$ cat config.mk
export PLATFORM = sky130hd
export DESIGN_NAME = fe_top
export DESIGN_NICKNAME = d
export VERILOG_FILES = /design/src/fe_pkg.sv /design/src/fe_align.sv /design/src/fe_decode.sv /design/src/fe_pc_gen.sv /design/src/fe_queue.sv /design/src/fe_top.sv
export SDC_FILE = /design/constraint.sdc
export NUM_CORES = 1
export LEC_CHECK = 0
export BUFFER_PORTS_ARGS = -buffer_cell sky130_fd_sc_hd__clkbuf_2
export CELL_PAD_IN_SITES_DETAIL_PLACEMENT = 1
export CELL_PAD_IN_SITES_GLOBAL_PLACEMENT = 1
export CORE_MARGIN = 5
export CORE_UTILIZATION = 52
export CTS_CLUSTER_DIAMETER = 120
export DETAILED_ROUTE_END_ITERATION = 12
export GPL_TIMING_DRIVEN = 0
export PLACE_DENSITY = 0.82
export SYNTH_ARGS = -nofsm -noshare
export SYNTH_HDL_FRONTEND = slang
export SYNTH_SLANG_ARGS = --single-unit
$ cat constraint.sdc
create_clock -name clk_i -period 8.5 [get_ports clk_i]
set_input_delay 1.7 -clock clk_i [delete_from_list [all_inputs] [get_ports clk_i]]
set_output_delay 1.7 -clock clk_i [all_outputs]
set_load 0.03 [all_outputs]
$ cat src/fe_pkg.sv
// ==============================
// Shared definitions of the instruction front end.
// Holds the widths, the stage payload structs and the
// classification codes. Modules import it in their bodies.
// ==============================

`default_nettype none

package fe_pkg;

    localparam int XLEN_W     = 32;
    localparam int PARCEL_W   = 16;
    localparam int REG_ADDR_W = 5;

    typedef logic [XLEN_W-1:0] addr_t;

    // One fetched word, tagged with the address of its first useful parcel
    typedef struct packed {
        logic [XLEN_W-1:0] data;
        addr_t             addr;
        logic              upper_start;
    } fetch_word_t;

    // Compressed instructions keep the upper half of bits at zero
    typedef struct packed {
        addr_t             pc;
        logic [XLEN_W-1:0] bits;
        logic              compressed;
    } instr_t;

    typedef enum logic [1:0] {
        CLS_BRANCH,
        CLS_JAL,
        CLS_JALR,
        CLS_OTHER
    } instr_class_t;

    typedef struct packed {
        addr_t                 pc;
        logic [XLEN_W-1:0]     bits;
        logic                  compressed;
        instr_class_t          iclass;
        logic [REG_ADDR_W-1:0] rd;
        logic [REG_ADDR_W-1:0] rs1;
        logic [REG_ADDR_W-1:0] rs2;
    } fe_packet_t;

    // ==============================
    // Major opcodes
    // ==============================

    localparam logic [6:0] OPC_BRANCH = 7'b1100011;
    localparam logic [6:0] OPC_JAL    = 7'b1101111;
    localparam logic [6:0] OPC_JALR   = 7'b1100111;

endpackage

`default_nettype wire

$ cat src/fe_align.sv
// ==============================
// Align stage of the front end.
// Cuts the queued word stream into 16-bit and 32-bit
// instructions, joining those that cross a word edge.
// ==============================

`timescale 1ns/1ns
`default_nettype none

module fe_align (
    input  logic                clk_i,
    input  logic                rst_n_i,
    input  logic                flush_i,
    input  fe_pkg::fetch_word_t word_i,
    input  logic                word_empty_i,
    input  logic                stall_i,
    output logic                word_pop_o,
    output logic                instr_valid_o,
    output fe_pkg::instr_t      instr_o
);

    import fe_pkg::*;

    logic [PARCEL_W-1:0] lo;
    logic [PARCEL_W-1:0] hi;
    addr_t               lo_pc;
    addr_t               hi_pc;
    logic                start_hi;
    logic                active;
    logic                emit;
    logic                pop;
    logic                hold_en;
    instr_t              instr_d;

    logic [PARCEL_W-1:0] hold_q;
    addr_t               hold_pc_q;
    logic                sel_upper_q;
    logic                cross_q;
    logic                instr_valid_q;
    instr_t              instr_q;

    assign lo       = word_i.data[PARCEL_W-1:0];
    assign hi       = word_i.data[XLEN_W-1:PARCEL_W];
    assign lo_pc    = {word_i.addr[XLEN_W-1:2], 2'b00};
    assign hi_pc    = {word_i.addr[XLEN_W-1:2], 2'b10};
    assign start_hi = sel_upper_q | word_i.upper_start;
    assign active   = !word_empty_i & !stall_i;

    // ==============================
    // Parcel selection
    // ==============================

    always_comb begin
        emit    = 1'b0;
        pop     = 1'b0;
        hold_en = 1'b0;
        instr_d = '0;
        if (cross_q) begin
            // Finish a 32-bit instruction with the lower half of this word
            instr_d.pc   = hold_pc_q;
            instr_d.bits = {lo, hold_q};
            emit         = 1'b1;
        end else if (!start_hi) begin
            instr_d.pc = lo_pc;
            emit       = 1'b1;
            if (lo[1:0] != 2'b11) begin
                instr_d.bits       = {{PARCEL_W{1'b0}}, lo};
                instr_d.compressed = 1'b1;
            end else begin
                instr_d.bits = word_i.data;
                pop          = 1'b1;
            end
        end else begin
            pop = 1'b1;
            if (hi[1:0] != 2'b11) begin
                instr_d.pc         = hi_pc;
                instr_d.bits       = {{PARCEL_W{1'b0}}, hi};
                instr_d.compressed = 1'b1;
                emit               = 1'b1;
            end else begin
                // Upper half opens a 32-bit instruction, wait for the next word
                hold_en = 1'b1;
            end
        end
    end

    assign word_pop_o = active & pop;

    always_ff @(posedge clk_i) begin
        if (!rst_n_i || flush_i) begin
            instr_valid_q <= 1'b0;
            sel_upper_q   <= 1'b0;
            cross_q       <= 1'b0;
        end else if (!stall_i) begin
            instr_valid_q <= active & emit;
            if (active) begin
                cross_q     <= hold_en;
                // A word not yet popped still has its upper parcel left
                sel_upper_q <= !pop;
            end
        end
    end

    always_ff @(posedge clk_i) begin
        if (active & emit) begin
            instr_q <= instr_d;
        end
        if (active & hold_en) begin
            hold_q    <= hi;
            hold_pc_q <= hi_pc;
        end
    end

    assign instr_valid_o = instr_valid_q;
    assign instr_o       = instr_q;

endmodule

`default_nettype wire

$ cat src/fe_decode.sv
// ==============================
// Decode stage of the front end.
// Classifies each instruction, extracts register fields
// and sends packets to the back end against credits.
// ==============================

`timescale 1ns/1ns
`default_nettype none

module fe_decode #(
    parameter int CREDITS = 4
) (
    input  logic               clk_i,
    input  logic               rst_n_i,
    input  logic               flush_i,
    input  logic               instr_valid_i,
    input  fe_pkg::instr_t     instr_i,
    input  logic               credit_return_i,
    output logic               stall_o,
    output logic               packet_valid_o,
    output fe_pkg::fe_packet_t packet_o
);

    import fe_pkg::*;

    localparam int CRD_W = $clog2(CREDITS + 1);

    fe_packet_t       pkt_d;
    logic             q_push;
    logic             q_empty;
    logic             q_full;
    logic             send;
    logic [CRD_W-1:0] credits_q;

    always_comb begin
        pkt_d            = '0;
        pkt_d.pc         = instr_i.pc;
        pkt_d.bits       = instr_i.bits;
        pkt_d.compressed = instr_i.compressed;
        pkt_d.iclass     = CLS_OTHER;
        // Compressed instructions leave unexpanded with zero register fields
        if (!instr_i.compressed) begin
            case (instr_i.bits[6:0])
                OPC_BRANCH: pkt_d.iclass = CLS_BRANCH;
                OPC_JAL:    pkt_d.iclass = CLS_JAL;
                OPC_JALR:   pkt_d.iclass = CLS_JALR;
                default:    pkt_d.iclass = CLS_OTHER;
            endcase
            pkt_d.rd  = instr_i.bits[7 +: REG_ADDR_W];
            pkt_d.rs1 = instr_i.bits[15 +: REG_ADDR_W];
            pkt_d.rs2 = instr_i.bits[20 +: REG_ADDR_W];
        end
    end

    assign q_push  = instr_valid_i & !q_full;
    assign stall_o = q_full;

    fe_queue #(
        .payload_t (fe_packet_t),
        .DEPTH     (CREDITS)
    ) u_packet_queue (
        .clk_i   (clk_i),
        .rst_n_i (rst_n_i),
        .flush_i (flush_i),
        .push_i  (q_push),
        .data_i  (pkt_d),
        .pop_i   (send),
        .data_o  (packet_o),
        .empty_o (q_empty),
        .full_o  (q_full)
    );

    // ==============================
    // Back-end credits
    // ==============================

    assign send           = !q_empty & (credits_q != '0);
    assign packet_valid_o = send;

    // Redirects leave the count alone since sent packets stay owned by the back end
    always_ff @(posedge clk_i) begin
        if (!rst_n_i) begin
            credits_q <= CRD_W'(CREDITS);
        end else begin
            credits_q <= credits_q - CRD_W'(send) + CRD_W'(credit_return_i);
        end
    end

    a_credit_bound : assert property (@(posedge clk_i) disable iff (!rst_n_i)
        credits_q <= CRD_W'(CREDITS))
        else $error("credit count %0d above limit", credits_q);

    a_credit_return : assert property (@(posedge clk_i) disable iff (!rst_n_i)
        credit_return_i |-> credits_q != CRD_W'(CREDITS))
        else $error("credit returned with no packet outstanding");

endmodule

`default_nettype wire

$ cat src/fe_pc_gen.sv
// ==============================
// Program counter and fetch request generation.
// Resolves exception over branch redirect, throttles
// requests against the word queue depth and tags
// each fetched word for the align stage.
// ==============================

`timescale 1ns/1ns
`default_nettype none

module fe_pc_gen #(
    parameter fe_pkg::addr_t RESET_PC         = '0,
    parameter int            WORD_QUEUE_DEPTH = 4
) (
    input  logic                clk_i,
    input  logic                rst_n_i,
    input  logic                exception_i,
    input  fe_pkg::addr_t       handler_pc_i,
    input  logic                redirect_i,
    input  fe_pkg::addr_t       redirect_pc_i,
    input  logic                word_pop_i,
    output logic                fetch_req_o,
    output fe_pkg::addr_t       fetch_addr_o,
    output fe_pkg::fetch_word_t fetch_tag_o,
    output logic                flush_o
);

    import fe_pkg::*;

    localparam int CNT_W = $clog2(WORD_QUEUE_DEPTH + 1);

    addr_t            pc_q;
    logic             upper_q;
    logic             run_q;
    logic [CNT_W-1:0] words_q;
    addr_t            tag_addr_q;
    logic             tag_upper_q;
    addr_t            target;

    // ==============================
    // Redirect priority
    // ==============================

    assign flush_o = exception_i | redirect_i;
    assign target  = exception_i ? handler_pc_i : redirect_pc_i;

    // Words in flight plus words queued never exceed the queue depth
    assign fetch_req_o  = run_q & !flush_o & (words_q < CNT_W'(WORD_QUEUE_DEPTH));
    assign fetch_addr_o = pc_q;

    always_ff @(posedge clk_i) begin
        if (!rst_n_i) begin
            pc_q    <= {RESET_PC[XLEN_W-1:2], 2'b00};
            upper_q <= RESET_PC[1];
            run_q   <= 1'b0;
            words_q <= '0;
        end else begin
            run_q <= 1'b1;
            if (flush_o) begin
                // Queue and in-flight response are both dropped by the flush
                pc_q    <= {target[XLEN_W-1:2], 2'b00};
                upper_q <= target[1];
                words_q <= '0;
            end else begin
                words_q <= words_q + CNT_W'(fetch_req_o) - CNT_W'(word_pop_i);
                if (fetch_req_o) begin
                    pc_q    <= pc_q + XLEN_W'(4);
                    upper_q <= 1'b0;
                end
            end
        end
    end

    // Tag for the response that arrives one cycle after the request
    always_ff @(posedge clk_i) begin
        if (fetch_req_o) begin
            tag_addr_q  <= {pc_q[XLEN_W-1:2], upper_q, 1'b0};
            tag_upper_q <= upper_q;
        end
    end

    assign fetch_tag_o = fetch_word_t'{
        data:        '0,
        addr:        tag_addr_q,
        upper_start: tag_upper_q
    };

    // Without the C extension odd targets would be legal to trap on, here they are not
    a_target_aligned : assert property (@(posedge clk_i) disable iff (!rst_n_i)
        flush_o |-> !target[0])
        else $error("redirect target %h is not halfword aligned", target);

endmodule

`default_nettype wire

$ cat src/fe_queue.sv
// ==============================
// Synchronous FIFO with a payload type parameter.
// Holds fetched words ahead of the align stage and
// decoded packets waiting for back-end credits.
// ==============================

`timescale 1ns/1ns
`default_nettype none

module fe_queue #(
    parameter type payload_t = logic,
    parameter int  DEPTH     = 4
) (
    input  logic     clk_i,
    input  logic     rst_n_i,
    input  logic     flush_i,
    input  logic     push_i,
    input  payload_t data_i,
    input  logic     pop_i,
    output payload_t data_o,
    output logic     empty_o,
    output logic     full_o
);

    localparam int PTR_W = (DEPTH > 1) ? $clog2(DEPTH) : 1;
    localparam int CNT_W = $clog2(DEPTH + 1);

    payload_t         mem_q [DEPTH];
    logic [PTR_W-1:0] wr_ptr_q;
    logic [PTR_W-1:0] rd_ptr_q;
    logic [CNT_W-1:0] count_q;
    logic [CNT_W-1:0] count_d;
    logic             empty_q;
    logic             full_q;

    // DEPTH need not be a power of two, so wrap explicitly
    function automatic logic [PTR_W-1:0] ptr_inc(input logic [PTR_W-1:0] ptr);
        return (ptr == PTR_W'(DEPTH - 1)) ? '0 : ptr + 1'b1;
    endfunction

    assign count_d = count_q + CNT_W'(push_i) - CNT_W'(pop_i);

    always_ff @(posedge clk_i) begin
        if (!rst_n_i || flush_i) begin
            wr_ptr_q <= '0;
            rd_ptr_q <= '0;
            count_q  <= '0;
            empty_q  <= 1'b1;
            full_q   <= 1'b0;
        end else begin
            if (push_i) begin
                wr_ptr_q <= ptr_inc(wr_ptr_q);
            end
            if (pop_i) begin
                rd_ptr_q <= ptr_inc(rd_ptr_q);
            end
            count_q <= count_d;
            empty_q <= (count_d == '0);
            full_q  <= (count_d == CNT_W'(DEPTH));
        end
    end

    always_ff @(posedge clk_i) begin
        if (push_i) begin
            mem_q[wr_ptr_q] <= data_i;
        end
    end

    assign data_o  = mem_q[rd_ptr_q];
    assign empty_o = empty_q;
    assign full_o  = full_q;

    // Producers are expected to throttle themselves on the registered flags
    a_no_overflow : assert property (@(posedge clk_i) disable iff (!rst_n_i || flush_i)
        push_i |-> !full_q)
        else $error("fe_queue push while full");

    a_no_underflow : assert property (@(posedge clk_i) disable iff (!rst_n_i || flush_i)
        pop_i |-> !empty_q)
        else $error("fe_queue pop while empty");

endmodule

`default_nettype wire

$ cat src/fe_top.sv
// ==============================
// Top level of the instruction front end.
// Chains PC generation, the word queue, align and
// decode between the memory port and the back end.
// ==============================

`timescale 1ns/1ns
`default_nettype none

module fe_top #(
    parameter fe_pkg::addr_t RESET_PC         = '0,
    parameter int            WORD_QUEUE_DEPTH = 4,
    parameter int            CREDITS          = 4
) (
    input  logic                        clk_i,
    input  logic                        rst_n_i,
    output logic                        fetch_req_o,
    output fe_pkg::addr_t               fetch_addr_o,
    input  logic                        fetch_valid_i,
    input  logic [fe_pkg::XLEN_W-1:0]   fetch_data_i,
    input  logic                        exception_i,
    input  fe_pkg::addr_t               handler_pc_i,
    input  logic                        redirect_i,
    input  fe_pkg::addr_t               redirect_pc_i,
    input  logic                        credit_return_i,
    output logic                        packet_valid_o,
    output fe_pkg::fe_packet_t          packet_o
);

    import fe_pkg::*;

    logic        flush;
    logic        word_push;
    logic        word_pop;
    logic        word_empty;
    logic        instr_valid;
    logic        dec_stall;
    fetch_word_t fetch_tag;
    fetch_word_t fetch_word;
    fetch_word_t word_head;
    instr_t      instr;

    fe_pc_gen #(
        .RESET_PC         (RESET_PC),
        .WORD_QUEUE_DEPTH (WORD_QUEUE_DEPTH)
    ) u_pc_gen (
        .clk_i         (clk_i),
        .rst_n_i       (rst_n_i),
        .exception_i   (exception_i),
        .handler_pc_i  (handler_pc_i),
        .redirect_i    (redirect_i),
        .redirect_pc_i (redirect_pc_i),
        .word_pop_i    (word_pop),
        .fetch_req_o   (fetch_req_o),
        .fetch_addr_o  (fetch_addr_o),
        .fetch_tag_o   (fetch_tag),
        .flush_o       (flush)
    );

    // The response in flight during a flush belongs to the old stream
    assign word_push  = fetch_valid_i & !flush;
    assign fetch_word = fetch_word_t'{
        data:        fetch_data_i,
        addr:        fetch_tag.addr,
        upper_start: fetch_tag.upper_start
    };

    fe_queue #(
        .payload_t (fetch_word_t),
        .DEPTH     (WORD_QUEUE_DEPTH)
    ) u_word_queue (
        .clk_i   (clk_i),
        .rst_n_i (rst_n_i),
        .flush_i (flush),
        .push_i  (word_push),
        .data_i  (fetch_word),
        .pop_i   (word_pop),
        .data_o  (word_head),
        .empty_o (word_empty),
        .full_o  ()
    );

    fe_align u_align (
        .clk_i         (clk_i),
        .rst_n_i       (rst_n_i),
        .flush_i       (flush),
        .word_i        (word_head),
        .word_empty_i  (word_empty),
        .stall_i       (dec_stall),
        .word_pop_o    (word_pop),
        .instr_valid_o (instr_valid),
        .instr_o       (instr)
    );

    fe_decode #(
        .CREDITS (CREDITS)
    ) u_decode (
        .clk_i           (clk_i),
        .rst_n_i         (rst_n_i),
        .flush_i         (flush),
        .instr_valid_i   (instr_valid),
        .instr_i         (instr),
        .credit_return_i (credit_return_i),
        .stall_o         (dec_stall),
        .packet_valid_o  (packet_valid_o),
        .packet_o        (packet_o)
    );

endmodule

`default_nettype wire

==> impl_metrics.py <==
metrics = {
    "run_status": {
        "status": "complete, no violations",
    },
    "timing": {
        "period_needed_ns": 6.270,
        "fmax_ghz": 0.1595,
        "relSlewSlack_pct": 19.47,
        "fin_crit_sh_pct": 73.77,
        "setup_viol": 0,
        "hold_ws_ns": 0.4772,
        "rsz0062_at_grt": "no",
        "fin_ws_ns": 2.230,
        "slew_violations": 0,
        "hold_viol_final": 0,
        "clock_skew_ns": 0.02542,
        "worst_slew_pin_slew_ns": 1.207,
    },
    "critical_path": {
        "crit_slowest_cell": "inv_1",
        "cp_common_cell": "clkbuf_1",
        "cp.arrival_ns": 4.57,
        "critPathTopFamily": "buffers and inverters",
        "path_class": "input port to primary output",
        "cp_num_buf_inv": 5,
        "slowest_delay_ns": 0.91,
        "crit_chain": "clkbuf_1 > nor2_1 > clkbuf_1 > clkbuf_1 > nand2_1 > inv_1 > clkbuf_2",
        "worstSetupStartpointType": "input port",
        "cp-end-kind": "primary output",
        "crit_fanout": 32,
        "required_ns": 6.80,
    },
    "synthesis": {
        "async_reset_ff_share_pct": 0,
        "postSynthAreaPerCell_sq_um": 19.55,
        "synth_top_area_cell": "edfxtp_1",
        "synth_top_area_share_pct": 72.94,
        "synth_edf_count": 717,
        "synthesis.area_sq_um": 29520,
        "synthCells": 1510,
        "yosysWarningCount": 0,
        "yosys-top-cells-area": "edfxtp_1, mux4_2, dfxtp_1, nand2_1, o21ai_1",
        "ys_ff_latch": 779,
        "ys_seq_area_share_pct": 77.14,
        "postSynth.topFlopCell": "edfxtp_1",
        "synth.distinct_cells": 64,
    },
    "drt": {
        "vias_per_cell": 5.831,
        "wl_per_cell_um": 26.07,
        "vias": 15380,
        "drc": 0,
        "dr.pass1.iters": 5,
        "ant_nets": 0,
        "drt_iter0_drc": 1136,
        "routed_wl_um": 68780,
    },
    "power": {
        "ir_drop_mv": 0.1388,
        "seqPwrFrac_pct": 54.6,
        "combPwrFrac_pct": 2.5,
        "clkPwrFrac_pct": 42.9,
        "p_leak_uw": 0.01120,
        "p_per_area_nw_per_um2": 225.1,
        "swShare_pct": 20.09,
        "switchingPower_uw": 1551,
        "power_uw": 7720,
        "p_int_uw": 6169,
    },
    "clocking": {
        "clock_sinks": 779,
        "post_cts_buffers": 0,
        "cts_tree": "built",
        "cts.clk_slew.worst_paths_ns": 0.06,
        "postCtsResizedCells": 0,
        "htreeDepth": 3,
        "numCtsBuffers": 76,
        "clock_path_buffers": 3,
        "ctsHoldBuffers": 0,
        "root_buffer": "clkbuf_16",
        "clkLatencyLatePin_ns": 0.62,
    },
    "flow_run": {
        "cap_violations": 0,
    },
    "floorplan": {
        "chipHeight_um": 248.3,
        "rows": 87,
        "start_util_pct": 52.45,
        "die_area_sq_um": 61630,
        "die_x_um": 248.3,
        "coreArea_sq_um": 56280,
        "io_pins": 218,
    },
    "global_routing": {
        "first_global_vias": 16720,
        "grt_antenna_before_repair": 7,
        "grt_usage_pct": 22.54,
        "grt_pass1_wl_um": 103600,
        "grt_max_degree": 65,
        "grt-ovfl-total": 0,
    },
    "cells_and_area": {
        "nFillCells": 4958,
        "layout.nets": 1940,
        "syn2layout_area_growth_pct": 16.16,
        "layout-drive-gt1-share_pct": 28.34,
    },
    "placed_design": {
        "pre_cts_ws_ns": 2.247,
        "port_buffers": 211,
        "hpwl_um": 46340,
        "gp_congestion": 0.8849,
    },
    "worst_hold_path": {
        "hp-class": "flop to flop",
    },
}
==> final cells by class <==
type                    instances  area, sq um  share of cell area, %
well taps                     756        945.9                  2.759
multi-input cells             624         6327                  18.45
flip-flops and latches        779        22770                  66.41
inverters                      29        111.4                 0.3248
plain buffers                  80        355.3                  1.036
diodes                          5        12.51                0.03649
repair buffers                225         1321                  3.853
clock inverters                41        402.9                  1.175
clock buffers                  99         2041                  5.951
==> routing by layer <==
metal | part of all wire, % | track usage [%] | wire length [um] | up-vias
li1 | - | - | - | 6700
met1 | 38 | 28.12 | 26050 | 7990
met2 | 53 | 39.71 | 36250 | 560
met3 | 6.5 | 4.775 | 4473 | 126
met4 | 2.9 | 7.481 | 1968 | 6
met5 | 0.049 | 0 | 34 | -
==> layout by cell type, fill, tap and decap left out, types with 8 or more instances in the layout <==
| cell | instances |
|---|---|
| mux4_2 | 144 |
| o21ai_1 | 51 |
| buf_2 | 23 |
| a22oi_1 | 31 |
| ha_1 | 19 |
| nand2_1 | 102 |
| clkinv_2 | 12 |
| a21oi_1 | 28 |
| edfxtp_1 | 717 |
| clkbuf_16 | 78 |
| inv_1 | 27 |
| buf_16 | 8 |
| xnor2_1 | 18 |
| clkbuf_1 | 67 |
| nand3_1 | 12 |
| nor3_1 | 11 |
| nor2b_1 | 26 |
| clkinv_1 | 14 |
| a22o_1 | 16 |
| buf_4 | 11 |
| nor2_1 | 29 |
| o21ai_0 | 15 |
| dfxtp_1 | 62 |
| clkbuf_2 | 211 |
==> kinds of logic after synthesis <==
logic type               Yosys count  synth area share (%)
XOR/XNOR                          24                0.7121
AND/OR/NAND/NOR                  241                 4.226
flip-flops                       779                 77.14
multiplexers                     151                 11.22
other                              1               0.01270
AO/OA/AOI/OAI                    182                 4.035
adder cells (fa/ha/maj)           23                 1.077
buffers and inverters            109                 1.572
==> power groups by stage <==
| stage | Sequential (uW) | Clock (uW) | Combinational, uW |
|---|---|---|---|
| detailed placement | 4300 | 0 | 190 |
| global route | 4220 | 3570 | 206 |
| finish | 4220 | 3310 | 192 |
| floorplan | 4310 | 0 | 89.2 |
| global placement | 4300 | 0 | 177 |
| CTS | 4220 | 3370 | 192 |
==> metrics by stage <==
| stage | TNS, ns | area [sq um] | util (%) | std cells |
|---|---|---|---|---|
| after floorplan | 0 | 29530 | - | 1512 |
| after global placement | -12.76 | 31530 | 56.02 | 2479 |
| after detailed placement | 0 | 31830 | 56.56 | 2493 |
| after CTS | 0 | 34280 | 60.91 | 2633 |
| after global routing | 0 | 34280 | 60.92 | 2635 |
| final | 0 | 34290 | 60.93 | 2638 |
==> sequential cells by signal (all words and copies together) (netlist names), 2 cells and up, named ones only <==
signal	cells
u_align.hold_pc_q	30
u_align.hold_q	16
u_align.instr_o	64
u_decode.credits_q	3
u_decode.u_packet_queue.count_q	3
u_decode.u_packet_queue.mem_q	324
u_decode.u_packet_queue.rd_ptr_q	2
u_decode.u_packet_queue.wr_ptr_q	2
u_pc_gen.fetch_addr_o	30
u_pc_gen.tag_addr_q	31
u_pc_gen.words_q	3
u_word_queue.count_q	3
u_word_queue.mem_q	252
u_word_queue.rd_ptr_q	2
u_word_queue.wr_ptr_q	2
==> Yosys cell counts, drive strengths merged (26+ instances only) <==
master	instances
edfxtp	717
mux4	144
nand2	103
o21ai	66
dfxtp	62
clkbuf	47
buf	33
a22oi	31
a21oi	30
nor2	30
inv	28
nor2b	26
==> final timing paths <==
kind / cells past startpoint / startpoint / to / slack [ns]
max: 7 / redirect_i / fetch_req_o / 2.23
min: 0 / u_pc_gen.tag_addr_q[20] / u_word_queue.mem_q[0][20] / 0.48
max reg2reg: 11 / flop / u_word_queue.empty_o / 4.88
min reg2reg: 0 / u_pc_gen.tag_addr_q[20] / u_word_queue.mem_q[0][20] / 0.48
Power figures use the tool's default switching activity.
